$ cat src/logic/rv_cfg.svh
`ifndef RV_CFG_SVH
`define RV_CFG_SVH

// first fetch address out of reset
`define RV_RESET_PC 32'h8000_0000

`define RV_XLEN  32 // data and address width
`define RV_NREGS 32 // architectural registers, x0 included

// major opcodes, inst[6:0]
`define RV_OP_LUI    7'b011_0111
`define RV_OP_AUIPC  7'b001_0111
`define RV_OP_JAL    7'b110_1111
`define RV_OP_JALR   7'b110_0111
`define RV_OP_BRANCH 7'b110_0011
`define RV_OP_LOAD   7'b000_0011
`define RV_OP_STORE  7'b010_0011
`define RV_OP_IMM    7'b001_0011
`define RV_OP_REG    7'b011_0011
`define RV_OP_SYSTEM 7'b111_0011 // only ebreak is decoded

`endif

$ cat src/logic/rv_pkg.sv
`include "rv_cfg.svh"

package rv_pkg;

  typedef logic [`RV_XLEN-1:0] word_t;   // data or address word
  typedef logic [4:0]          reg_addr_t;
  typedef logic [2:0]          funct3_t;
  typedef logic [3:0]          strb_t;   // one bit per byte lane

  // operand a source
  typedef logic op_a_sel_t;
  localparam op_a_sel_t OP_A_RS1 = 1'b0;
  localparam op_a_sel_t OP_A_PC  = 1'b1;

  // writeback source
  typedef logic [1:0] wb_sel_t;
  localparam wb_sel_t WB_SUM  = 2'd0; // adder result
  localparam wb_sel_t WB_LINK = 2'd1; // pc + 4 for jal/jalr
  localparam wb_sel_t WB_LOAD = 2'd2; // extended load data

  // decoded control for one instruction
  typedef struct packed {
    op_a_sel_t op_a_sel;
    logic      zero_a;    // force operand a to zero, used by lui
    logic      use_imm;   // operand b is imm instead of rs2
    logic      sub;
    logic      reg_we;
    wb_sel_t   wb_sel;
    logic      is_branch;
    logic      is_jump;
    logic      mem_re;
    logic      mem_we;
    funct3_t   funct3;    // branch kind or access size
    logic      halt;
  } ctrl_t;

  // data port request, 70 bits
  typedef struct packed {
    word_t addr;
    word_t wdata;
    strb_t wstrb;
    logic  we;
    logic  re;
  } dmem_req_t;

endpackage

$ cat src/logic/rv_core.sv
`timescale 1ns/1ps

module rv_core import rv_pkg::*; (
  input  logic      clk,
  input  logic      arst_n,
  output word_t     imem_addr,
  input  word_t     imem_rdata,
  output dmem_req_t dmem_req,
  input  word_t     dmem_rdata,
  output logic      halt
);

  word_t     pc;
  word_t     pc_plus4;
  word_t     pc_target;
  logic      take_branch;
  ctrl_t     ctrl;
  word_t     imm;
  reg_addr_t rs1, rs2, rd;
  word_t     rs1_data, rs2_data;
  word_t     alu_sum;
  word_t     wb_data;
  logic      reg_we;
  word_t     load_data;

  assign imem_addr = pc;
  assign halt      = ctrl.halt; // stays high since pc holds on ebreak

  rv_fetch u_fetch (
    .clk(clk), .arst_n(arst_n), .take_branch(take_branch), .pc_target(pc_target),
    .halt(ctrl.halt), .pc(pc), .pc_plus4(pc_plus4)
  );

  rv_decode u_decode (
    .inst(imem_rdata), .rs1(rs1), .rs2(rs2), .rd(rd), .imm(imm), .ctrl(ctrl)
  );

  rv_regfile u_regfile (
    .clk(clk), .arst_n(arst_n), .we(reg_we), .waddr(rd), .wdata(wb_data),
    .raddr1(rs1), .raddr2(rs2), .rdata1(rs1_data), .rdata2(rs2_data)
  );

  rv_execute u_execute (
    .ctrl(ctrl), .pc(pc), .pc_plus4(pc_plus4), .imm(imm), .rs1_data(rs1_data),
    .rs2_data(rs2_data), .load_data(load_data), .alu_sum(alu_sum), .pc_target(pc_target),
    .take_branch(take_branch), .wb_data(wb_data), .reg_we(reg_we)
  );

  rv_lsu u_lsu (
    .ctrl(ctrl), .addr(alu_sum), .store_data(rs2_data), .dmem_rdata(dmem_rdata),
    .dmem_req(dmem_req), .load_data(load_data)
  );

endmodule

$ cat src/logic/rv_decode.sv
`timescale 1ns/1ps

`include "rv_cfg.svh"

module rv_decode import rv_pkg::*; (
  input  word_t     inst,
  output reg_addr_t rs1,
  output reg_addr_t rs2,
  output reg_addr_t rd,
  output word_t     imm,
  output ctrl_t     ctrl
);

  logic [6:0] opcode;
  funct3_t    funct3;
  logic [6:0] funct7;
  word_t      imm_i, imm_s, imm_b, imm_u, imm_j;

  assign opcode = inst[6:0];
  assign rd     = inst[11:7];
  assign funct3 = inst[14:12];
  assign rs1    = inst[19:15];
  assign rs2    = inst[24:20];
  assign funct7 = inst[31:25];

  // sign-extended immediates, all from inst[31]
  assign imm_i = {{20{inst[31]}}, inst[31:20]};
  assign imm_s = {{20{inst[31]}}, inst[31:25], inst[11:7]};
  assign imm_b = {{19{inst[31]}}, inst[31], inst[7], inst[30:25], inst[11:8], 1'b0};
  assign imm_u = {inst[31:12], 12'h000}; // already in the upper bits
  assign imm_j = {{11{inst[31]}}, inst[31], inst[19:12], inst[20], inst[30:21], 1'b0};

  always_comb begin
    ctrl        = '0;
    ctrl.funct3 = funct3;
    imm         = '0;
    case (opcode)
      `RV_OP_LUI: begin
        // 0 + imm, no separate pass-through path
        ctrl.op_a_sel = OP_A_PC;
        ctrl.zero_a   = 1'b1;
        ctrl.use_imm  = 1'b1;
        ctrl.reg_we   = 1'b1;
        imm           = imm_u;
      end
      `RV_OP_AUIPC: begin
        ctrl.op_a_sel = OP_A_PC;
        ctrl.use_imm  = 1'b1;
        ctrl.reg_we   = 1'b1;
        imm           = imm_u;
      end
      `RV_OP_JAL: begin
        ctrl.op_a_sel = OP_A_PC;
        ctrl.use_imm  = 1'b1;
        ctrl.reg_we   = 1'b1;
        ctrl.wb_sel   = WB_LINK;
        ctrl.is_jump  = 1'b1;
        imm           = imm_j;
      end
      `RV_OP_JALR: begin
        ctrl.use_imm = 1'b1; // rs1 + imm
        ctrl.reg_we  = 1'b1;
        ctrl.wb_sel  = WB_LINK;
        ctrl.is_jump = 1'b1;
        imm          = imm_i;
      end
      `RV_OP_BRANCH: begin
        ctrl.op_a_sel  = OP_A_PC; // adder forms the target
        ctrl.use_imm   = 1'b1;
        ctrl.is_branch = 1'b1;
        imm            = imm_b;
      end
      `RV_OP_LOAD: begin
        ctrl.use_imm = 1'b1;
        ctrl.reg_we  = 1'b1;
        ctrl.wb_sel  = WB_LOAD;
        ctrl.mem_re  = 1'b1;
        imm          = imm_i;
      end
      `RV_OP_STORE: begin
        ctrl.use_imm = 1'b1;
        ctrl.mem_we  = 1'b1;
        imm          = imm_s;
      end
      `RV_OP_IMM: begin
        ctrl.use_imm = 1'b1; // every funct3 runs as addi
        ctrl.reg_we  = 1'b1;
        imm          = imm_i;
      end
      `RV_OP_REG: begin
        ctrl.reg_we = 1'b1;
        ctrl.sub    = (funct3 == 3'b000) && (funct7 == 7'b010_0000);
      end
      `RV_OP_SYSTEM: ctrl.halt = 1'b1; // ebreak
      default: ;                          // unknown opcode acts as a nop
    endcase
  end

endmodule

$ cat src/logic/rv_execute.sv
`timescale 1ns/1ps

module rv_execute import rv_pkg::*; (
  input  ctrl_t ctrl,
  input  word_t pc,
  input  word_t pc_plus4,
  input  word_t imm,
  input  word_t rs1_data,
  input  word_t rs2_data,
  input  word_t load_data,
  output word_t alu_sum,
  output word_t pc_target,
  output logic  take_branch,
  output word_t wb_data,
  output logic  reg_we
);

  word_t       op_a, op_b;
  logic [32:0] cmp_diff; // rs1 - rs2 with borrow out
  logic        is_eq, is_lt, is_ltu;
  logic        cond;

  // operand select
  assign op_a = ctrl.zero_a ? '0 : ((ctrl.op_a_sel == OP_A_PC) ? pc : rs1_data);
  assign op_b = ctrl.use_imm ? imm : rs2_data;

  // add or sub through one adder, sub inverts b and adds the carry in
  assign alu_sum = op_a + (op_b ^ {32{ctrl.sub}}) + {31'd0, ctrl.sub};

  // branch compare kept off the main adder
  assign cmp_diff = {1'b0, rs1_data} - {1'b0, rs2_data};
  assign is_eq    = (cmp_diff[31:0] == '0);
  assign is_ltu   = cmp_diff[32];
  assign is_lt    = (rs1_data[31] != rs2_data[31]) ? rs1_data[31] : cmp_diff[31];

  // funct3[2:1] picks the compare, funct3[0] inverts it
  always_comb begin
    case (ctrl.funct3[2:1])
      2'b00:   cond = is_eq;  // beq, bne
      2'b10:   cond = is_lt;  // blt, bge
      2'b11:   cond = is_ltu; // bltu, bgeu
      default: cond = 1'b0;
    endcase
    cond = cond ^ ctrl.funct3[0];
  end

  assign take_branch = ctrl.is_jump || (ctrl.is_branch && cond);

  // jal sums are even already, so clearing bit 0 only matters for jalr
  assign pc_target = ctrl.is_jump ? {alu_sum[31:1], 1'b0} : alu_sum;

  always_comb begin
    case (ctrl.wb_sel)
      WB_LINK: wb_data = pc_plus4;
      WB_LOAD: wb_data = load_data;
      default: wb_data = alu_sum;
    endcase
  end

  assign reg_we = ctrl.reg_we;

endmodule

$ cat src/logic/rv_fetch.sv
`timescale 1ns/1ps

`include "rv_cfg.svh"

module rv_fetch import rv_pkg::*; (
  input  logic  clk,
  input  logic  arst_n,
  input  logic  take_branch,
  input  word_t pc_target,
  input  logic  halt,
  output word_t pc,
  output word_t pc_plus4
);

  word_t next_pc;

  assign pc_plus4 = pc + 32'd4;

  // redirect wins, halt holds, otherwise sequential
  always_comb begin
    if (take_branch) begin
      next_pc = pc_target;
    end else if (halt) begin
      next_pc = pc;
    end else begin
      next_pc = pc_plus4;
    end
  end

  always_ff @(posedge clk or negedge arst_n) begin
    if (!arst_n) begin
      pc <= `RV_RESET_PC;
    end else begin
      pc <= next_pc;
    end
  end

  // jalr targets come from rs1 + imm and could land off a word boundary
  a_pc_aligned: assert property (
    @(posedge clk) disable iff (!arst_n) pc[1:0] == 2'b00
  ) else $error("pc not word aligned: %h", pc);

endmodule

$ cat src/logic/rv_lsu.sv
`timescale 1ns/1ps

module rv_lsu import rv_pkg::*; (
  input  ctrl_t     ctrl,
  input  word_t     addr,
  input  word_t     store_data,
  input  word_t     dmem_rdata,
  output dmem_req_t dmem_req,
  output word_t     load_data
);

  logic [1:0] off;  // byte offset in the word
  logic [1:0] size; // 0 byte, 1 half, 2 word
  logic       misaligned;
  logic [7:0] ld_byte;
  logic [15:0] ld_half;

  assign off  = addr[1:0];
  assign size = ctrl.funct3[1:0];

  assign misaligned = (size == 2'd3) ||
                      ((size == 2'd1) && off[0]) ||
                      ((size == 2'd2) && (off != 2'd0));

  // store side
  always_comb begin
    dmem_req.addr = addr;
    dmem_req.we   = ctrl.mem_we;
    dmem_req.re   = ctrl.mem_re;
    case (size)
      2'd0: begin
        dmem_req.wdata = {4{store_data[7:0]}}; // byte in every lane
        dmem_req.wstrb = 4'b0001 << off;
      end
      2'd1: begin
        dmem_req.wdata = {2{store_data[15:0]}};
        dmem_req.wstrb = 4'b0011 << off;
      end
      default: begin
        dmem_req.wdata = store_data;
        dmem_req.wstrb = 4'b1111;
      end
    endcase
    if (misaligned || !ctrl.mem_we) begin
      dmem_req.wstrb = '0; // misaligned store writes nothing
    end
  end

  // load side
  assign ld_byte = dmem_rdata[{off, 3'b000} +: 8];
  assign ld_half = off[1] ? dmem_rdata[31:16] : dmem_rdata[15:0];

  always_comb begin
    case (ctrl.funct3)
      3'b000:  load_data = {{24{ld_byte[7]}}, ld_byte};  // lb
      3'b001:  load_data = {{16{ld_half[15]}}, ld_half}; // lh
      3'b010:  load_data = dmem_rdata;                   // lw
      3'b100:  load_data = {24'd0, ld_byte};             // lbu
      3'b101:  load_data = {16'd0, ld_half};             // lhu
      default: load_data = '0;
    endcase
    if (misaligned) begin
      load_data = '0;
    end
    // decode must never mark an instruction as both load and store
    assert (!(dmem_req.we && dmem_req.re));
  end

endmodule

$ cat src/logic/rv_regfile.sv
`timescale 1ns/1ps

`include "rv_cfg.svh"

module rv_regfile import rv_pkg::*; (
  input  logic      clk,
  input  logic      arst_n,
  input  logic      we,
  input  reg_addr_t waddr,
  input  word_t     wdata,
  input  reg_addr_t raddr1,
  input  reg_addr_t raddr2,
  output word_t     rdata1,
  output word_t     rdata2
);

  word_t regs [0:`RV_NREGS-1];

  // x0 is cleared at reset and skipped on write
  always_ff @(posedge clk or negedge arst_n) begin
    if (!arst_n) begin
      for (int i = 0; i < `RV_NREGS; i++) begin
        regs[i] <= '0;
      end
    end else if (we && (waddr != '0)) begin
      regs[waddr] <= wdata;
    end
  end

  assign rdata1 = regs[raddr1]; // combinational read
  assign rdata2 = regs[raddr2];

  // writes of x0 from any instruction must never stick
  a_x0_zero: assert property (
    @(posedge clk) disable iff (!arst_n) (raddr1 == '0) |-> (rdata1 == '0)
  ) else $error("x0 read back nonzero: %h", rdata1);

endmodule

$ cat config.mk
export PLATFORM = sky130hd
export DESIGN_NAME = rv_core
export DESIGN_NICKNAME = d
export VERILOG_FILES = /design/src/logic/rv_pkg.sv /design/src/logic/rv_core.sv /design/src/logic/rv_decode.sv /design/src/logic/rv_execute.sv /design/src/logic/rv_fetch.sv /design/src/logic/rv_lsu.sv /design/src/logic/rv_regfile.sv
export VERILOG_INCLUDE_DIRS = /design/src /design/src/logic
export SDC_FILE = /design/constraint.sdc
export NUM_CORES = 2
export LEC_CHECK = 0
export BUFFER_PORTS_ARGS = -buffer_cell sky130_fd_sc_hd__buf_2
export CORE_MARGIN = 3
export CORE_UTILIZATION = 40
export CTS_BUF_LIST = sky130_fd_sc_hd__clkbuf_8 sky130_fd_sc_hd__clkbuf_16
export DETAILED_ROUTE_END_ITERATION = 6
export SLEW_MARGIN = 0
export SYNTH_ARGS = -nofsm -noshare
export SYNTH_HDL_FRONTEND = slang
export SYNTH_SLANG_ARGS = --single-unit
$ cat constraint.sdc
create_clock -name clk -period 13.8 [get_ports clk]
set_input_delay 2.07 -clock clk [delete_from_list [all_inputs] [get_ports clk]]
set_output_delay 2.07 -clock clk [all_outputs]
set_load 0.01 [all_outputs]
# ---- Word level (Yosys, flattened, before mapping)
# Index checks and enable logic that the tools add are counted.
# W data, S select, Z words.
dict set report totals {
  ff_bits 1056
  input_bits 66
  output_inout_bits 103
  elab_cells 131
}
dict set report op_classes {
  add_sub_neg 4
  n_lt_le_gt_ge 4
  eq_ne 24
  shift 3
  mux 35
  bitwise 5
  n_reduce_logical 23
}
# op n
set op_table {}
lappend op_table {{$bwmux W1024} 1}
lappend op_table {{$mux W32} 11}
lappend op_table {{$bmux W32 S5} 2}
lappend op_table {{$pmux W32 S5} 2}
lappend op_table {{$demux W32 S5} 1}
lappend op_table {{$pmux W36 S2} 1}
lappend op_table {{$pmux W32 S2} 1}
lappend op_table {{$sub A32 B32 Y33} 1}
lappend op_table {{$add A32 B1 Y32} 1}
lappend op_table {{$add A32 B3 Y32 const B} 1}
lappend op_table {{$add A32 B32 Y32} 1}
lappend op_table {{$logic_not A32 Y1} 1}
lappend op_table {{$shiftx A32 B6 Y8} 1}
lappend op_table {{$xor A32 B32 Y32} 1}
lappend op_table {{$eq A7 B6 Y1 const B} 4}
lappend op_table {{$eq A7 B7 Y1 const B} 4}
lappend op_table {{$ge A6 B6 Y1 const B} 3}
lappend op_table {{$not A5 Y6} 3}
lappend op_table {{$mux W16} 1}
lappend op_table {{$eq A7 B5 Y1 const B} 2}
lappend op_table {{$mux W1} 12}
lappend op_table {{$eq A2 B2 Y1 const B} 5}
lappend op_table {{$reduce_or A8 Y1} 1}
lappend op_table {{$eq A7 B2 Y1 const B} 1}
lappend op_table {{other kinds (24)} 36}

# ---- Depth between registers and ports, before layout
dict set report depth {
  depth_word 14
  mapped_depth 35
  depth_no_buf 30
}

# ---- Cells and area by module
# From an unflattened synthesis, not the netlist that was laid out.
dict set report unflattened {
  hier_cells 6099
  area_unflattened_um2 66815.3
}
# mod instances cells_each area_each_um2 seq_area_each_um2
set modules_own_cells {}
lappend modules_own_cells {rv_regfile 1 4601 55942.4 25624.6}
lappend modules_own_cells {rv_execute 1 887 6052.1 0.0}
lappend modules_own_cells {rv_fetch 1 280 2368.5 802.0}
lappend modules_own_cells {rv_lsu 1 236 1727.9 0.0}
lappend modules_own_cells {rv_decode 1 95 724.4 0.0}

# ---- Least setup slack after synthesis
# OpenSTA, ideal clock, no wires.
dict set report synth_path {
  path_kind {input to register}
  from {input imem_rdata[15]}
  to {register u_fetch.pc[26]}
  setup_ns 0.124
  arrival_ns 10.154
  t_required_ns 13.676
  slack_ns 3.522
  stages 33
  path_buffers 6
  path_cell_list {buf_4 -> buf_1 -> clkbuf_1 -> buf_1 -> mux4_2 -> mux4_2 -> mux2_2 -> ha_1 -> a21o_1 -> a31o_1 -> a221o_1 -> or3b_1 -> o2111ai_2 -> a21oi_2 -> or3_1 -> a21oi_1 -> o21bai_1 -> a21oi_1 -> fa_1 -> nand3_1 -> a221oi_1 -> nand4_1 -> or4_1 -> a2111oi_0 -> and4_1 -> nand4_1 -> or3_1 -> a32oi_4 -> nand2_4 -> buf_2 -> buf_2 -> a22oi_1 -> nand2_1}
}
dict set report synth_via {
  elab_chain_len 11
  word_cells_on_any_way 21
  cone_classes {3 x add/sub; 2 x eq/ne; 10 x mux; 3 x bitwise; 3 x reduce/logical}
}
# item line
set synth_lines {}
lappend synth_lines {{from (decl)} rv_core.sv:7} ;# input word_t imem_rdata,
lappend synth_lines {{parallel branches: the longest is 11 deep, another holds $add A32 B32 Y32} n/a}
lappend synth_lines {{to (signal assigned)} rv_fetch.sv:32} ;# pc <= `RV_RESET_PC;
lappend synth_lines {{to (signal assigned)} rv_fetch.sv:34} ;# pc <= next_pc;
lappend synth_lines {{to (decl)} rv_fetch.sv:11} ;# output word_t pc,
# Parallel ways; which one is timed is not known. The select of a mux whose other input is x is not followed.
# A chain may end at the register's enable or synchronous reset.

==> run_results.csv <==
group,metric,value,unit
timing,hold_viol_final,0,
finish,final_nets,5537,
logic_synthesis,synth_edf_count,0,
worst_setup_path,cp-start-kind,"primary input",
worst_setup_path,crit_type,"primary input to output pin",
place,gp_congestion,1.002,
logic_synthesis,synthTopCellsByCount,"nand2_1 (1,170), dfrtp_1 (1,055), o21ai_0 (730), mux4_2 (627), clkbuf_1 (402)",
floorplanning,die_h,396.3,um
floorplanning,start_util,40.48,%
power_and_ir_drop,peakVddDrop,108.8,uV
timing,worst_pin_slew,1.330,ns
run_status,violations,"DRC",
logic_synthesis,syn_area,60920,um^2
grt,grt-ovfl-total,0,
grt,grt_util_all_layers,26.34,%
detailed_routing,route.vias.total,46370,
power_and_ir_drop,p_per_area,105.9,nW/um^2
timing,setup_tns,0,ns
logic_synthesis,netlist_instances,5567,
finish,layout-drive-gt1-share,23.75,%
worst_setup_path,cp_top_family,"compound AO/OA/AOI/OAI gates",
power_and_ir_drop,p_total,7.122,mW
timing,finClkSkew,0.04094,ns
floorplanning,die_area,157000,um^2
cts,cts_resized,0,
logic_synthesis,ys_warn_count,0,
logic_synthesis,synth_cell_types,107,
logic_synthesis,ys_ff_latch,1056,
finish,instances_no_fill,7507,
cts,cts_root_buf,"clkbuf_16",
timing,finalCritPeriodShare,80.49,%
cts,clkTransAtPathRegs,0.06,ns
detailed_routing,wl_met2,94950,um
detailed_routing,dr_wl_met3,16750,um
place,place_inst,7308,
power_and_ir_drop,p_leak,28.50,nW
logic_synthesis,synth_most_common_cell,"nand2_1",
job,drv_cap,0,
logic_synthesis,synth_ff_type,"dfrtp_1",
timing,maxSlewHeadroom,11.17,%
worst_setup_path,cp_slowest_cell,"mux2i_1",
logic_synthesis,synth_top_area_share,43.33,%
worst_setup_path,worst-path-max-fanout,69,
timing,max_freq,90.03,MHz
logic_synthesis,syn_avg_cell_area,10.94,um^2
cts,cts_num_sinks,1056,
worst_setup_path,cpMostUsedCell,"o21ai_0",
cts,hold_buffers,0,
detailed_routing,drt_first_iter_violations,5013,
detailed_routing,antenna_left,0,
cts,cts_setup_buffers,0,
timing,grt_setup_unrepaired,"false",
detailed_routing,drc_errors,2,
worst_setup_path,end_kind,"output pin",
detailed_routing,wire_per_inst,27.61,um
grt,grt_max_degree,173,
cts,cts_tree,"yes",
logic_synthesis,syn_nets,5701,
place,post-dp-hpwl,131000,um
worst_setup_path,cp.required,11.73,ns
logic_synthesis,ys_seq_area_share,43.38,%
worst_setup_path,cp.arrival,9.04,ns
finish,final_util,44.68,%
place,io_buffers,168,
floorplanning,ioPinCount,169,
detailed_routing,wl,207300,um
cts,clk_latency,0.75,ns
timing,fin_crit,11.11,ns
timing,setup_viol,0,
finish,fill_cells,13980,
detailed_routing,vias_per_cell,6.177,
logic_synthesis,yosys-top-cells-area,"dfrtp_1 (43%), mux4_2 (23%), nand2_1 (7.2%)",
cts,htree_num_levels,3,
run_status,status,"finished, violations left",
cts,clockBufferDepth,3,
worst_setup_path,crit_buf_inv,4,
worst_setup_path,crit_chain,"buf_8 > buf_12 > mux4_2 > mux4_2 > mux2i_1 > o21ai_0 > xor2_1 > inv_1 > fa_1 > nor2b_1 > o21ai_0 > a21boi_0 > o21ai_0 > a211oi_1 > a22o_1 > a31o_2 > nand4_1 > o21ai_0 > a21oi_1 > xnor2_1 > buf_2",
logic_synthesis,async_flop_share,100.0,%
grt,antenna_found_initial,7,
logic_synthesis,yosys.area.top_type,"dfrtp_1",
grt,grt_pass1_vias,45520,
floorplanning,core-area,150500,um^2
finish,syn_to_final_growth,10.37,%
detailed_routing,firstDrtPassIters,7,
timing,drv_slew,0,
floorplanning,rows,142,
detailed_routing,drt-met1-wl,86950,um
hold_path,min_path_type,"flip-flop to flip-flop",
grt,grt_pass1_wl,309100,um
floorplanning,chipWidth,396.3,um
detailed_routing,highest_layer,"met5",
cts,numCtsBuffers,109,
worst_setup_path,cp_slowest_stage_delay,0.72,ns
==> power by group <==
| group | switching (mW) | internal [mW] |
|---|---|---|
| sequential | 0.0960 | 3.15 |
| clock | 1.31 | 1.76 |
| combinational | 0.516 | 0.288 |
==> flip-flops by register name, indices dropped and copies added, names as in the netlist <==
signal / cells
u_regfile.regs: 1024
u_fetch.pc: 32
==> layer usage <==
| metal | vias up | track usage (%) |
|---|---|---|
| met3 | 428 | 4.680 |
| met4 | 6 | 10.72 |
| met1 | 23700 | 36.62 |
| met5 | - | 0 |
| li1 | 20140 | - |
| met2 | 2102 | 41.06 |
==> area by class of cell <==
cell class	count	area, um^2	share of cell area, %
Sequential cell	1056	26430	39.30
Multi-Input combinational cell	3896	32430	48.23
Inverter	60	227.7	0.3387
Clock buffer	145	3246	4.827
Timing Repair Buffer	280	1889	2.810
Tap cell	2016	2522	3.752
Antenna cell	5	12.51	0.01861
Clock inverter	49	484.2	0.7202
==> cell families after synthesis <==
group / Yosys count / share of synthesized area (%)
compound gates: 1447 / 13.63
xor+xnor: 95 / 1.397
buf+inv: 615 / 4.108
mux: 770 / 25.71
flops: 1056 / 43.38
fa+ha+maj: 68 / 1.434
simple gates: 1516 / 10.34
==> cells in the final DEF (no fill, tap or decap), types with 38 or more instances in the layout <==
| cell | instances |
|---|---|
| nand3_1 | 38 |
| xor2_1 | 43 |
| xnor2_1 | 51 |
| o21ai_2 | 40 |
| buf_4 | 104 |
| mux4_2 | 627 |
| o21ai_0 | 726 |
| o21ai_1 | 305 |
| mux2_2 | 76 |
| nor2_1 | 128 |
| nand2_1 | 1139 |
| buf_2 | 158 |
| clkbuf_16 | 111 |
| ha_1 | 65 |
| mux2i_1 | 64 |
| a21oi_1 | 136 |
| dfrtp_1 | 1055 |
| inv_1 | 69 |
==> worst paths after layout <==
path / from / cells after the start / slack, ns / end
max in group asynchronous: arst_n / 3 / 10.18 / u_regfile.regs[210]$_DFFE_PN0P_
worst max register to register: u_regfile.regs[401]$_DFFE_PN0P_ / 28 / 4.74 / u_fetch.pc[25]$_DFFE_PN0P_
worst min register to register: u_regfile.regs[1020]$_DFFE_PN0P_ / 0 / 0.39 / u_regfile.regs[1020]$_DFFE_PN0P_
min in group asynchronous: arst_n / 1 / 1.32 / u_regfile.regs[905]$_DFFE_PN0P_
worst max-delay path: imem_rdata[20] / 21 / 2.69 / dmem_req[66]
worst min-delay path: u_regfile.regs[1020]$_DFFE_PN0P_ / 0 / 0.39 / u_regfile.regs[1020]$_DFFE_PN0P_
==> stage by stage <==
stage / hold WS (ns) / area, um^2 / setup slack [ns]
2_1_floorplan: 0.4413 / 60920 / 3.522
3_3_place_gp: 0.3766 / 63490 / 2.323
3_5_place_dp: 0.3820 / 63490 / 2.315
4_1_cts: 0.3971 / 67220 / 2.870
5_1_grt: 0.4035 / 67230 / 2.298
6_report: 0.3928 / 67240 / 2.693
No activity file was read; power rests on OpenSTA's default activity.
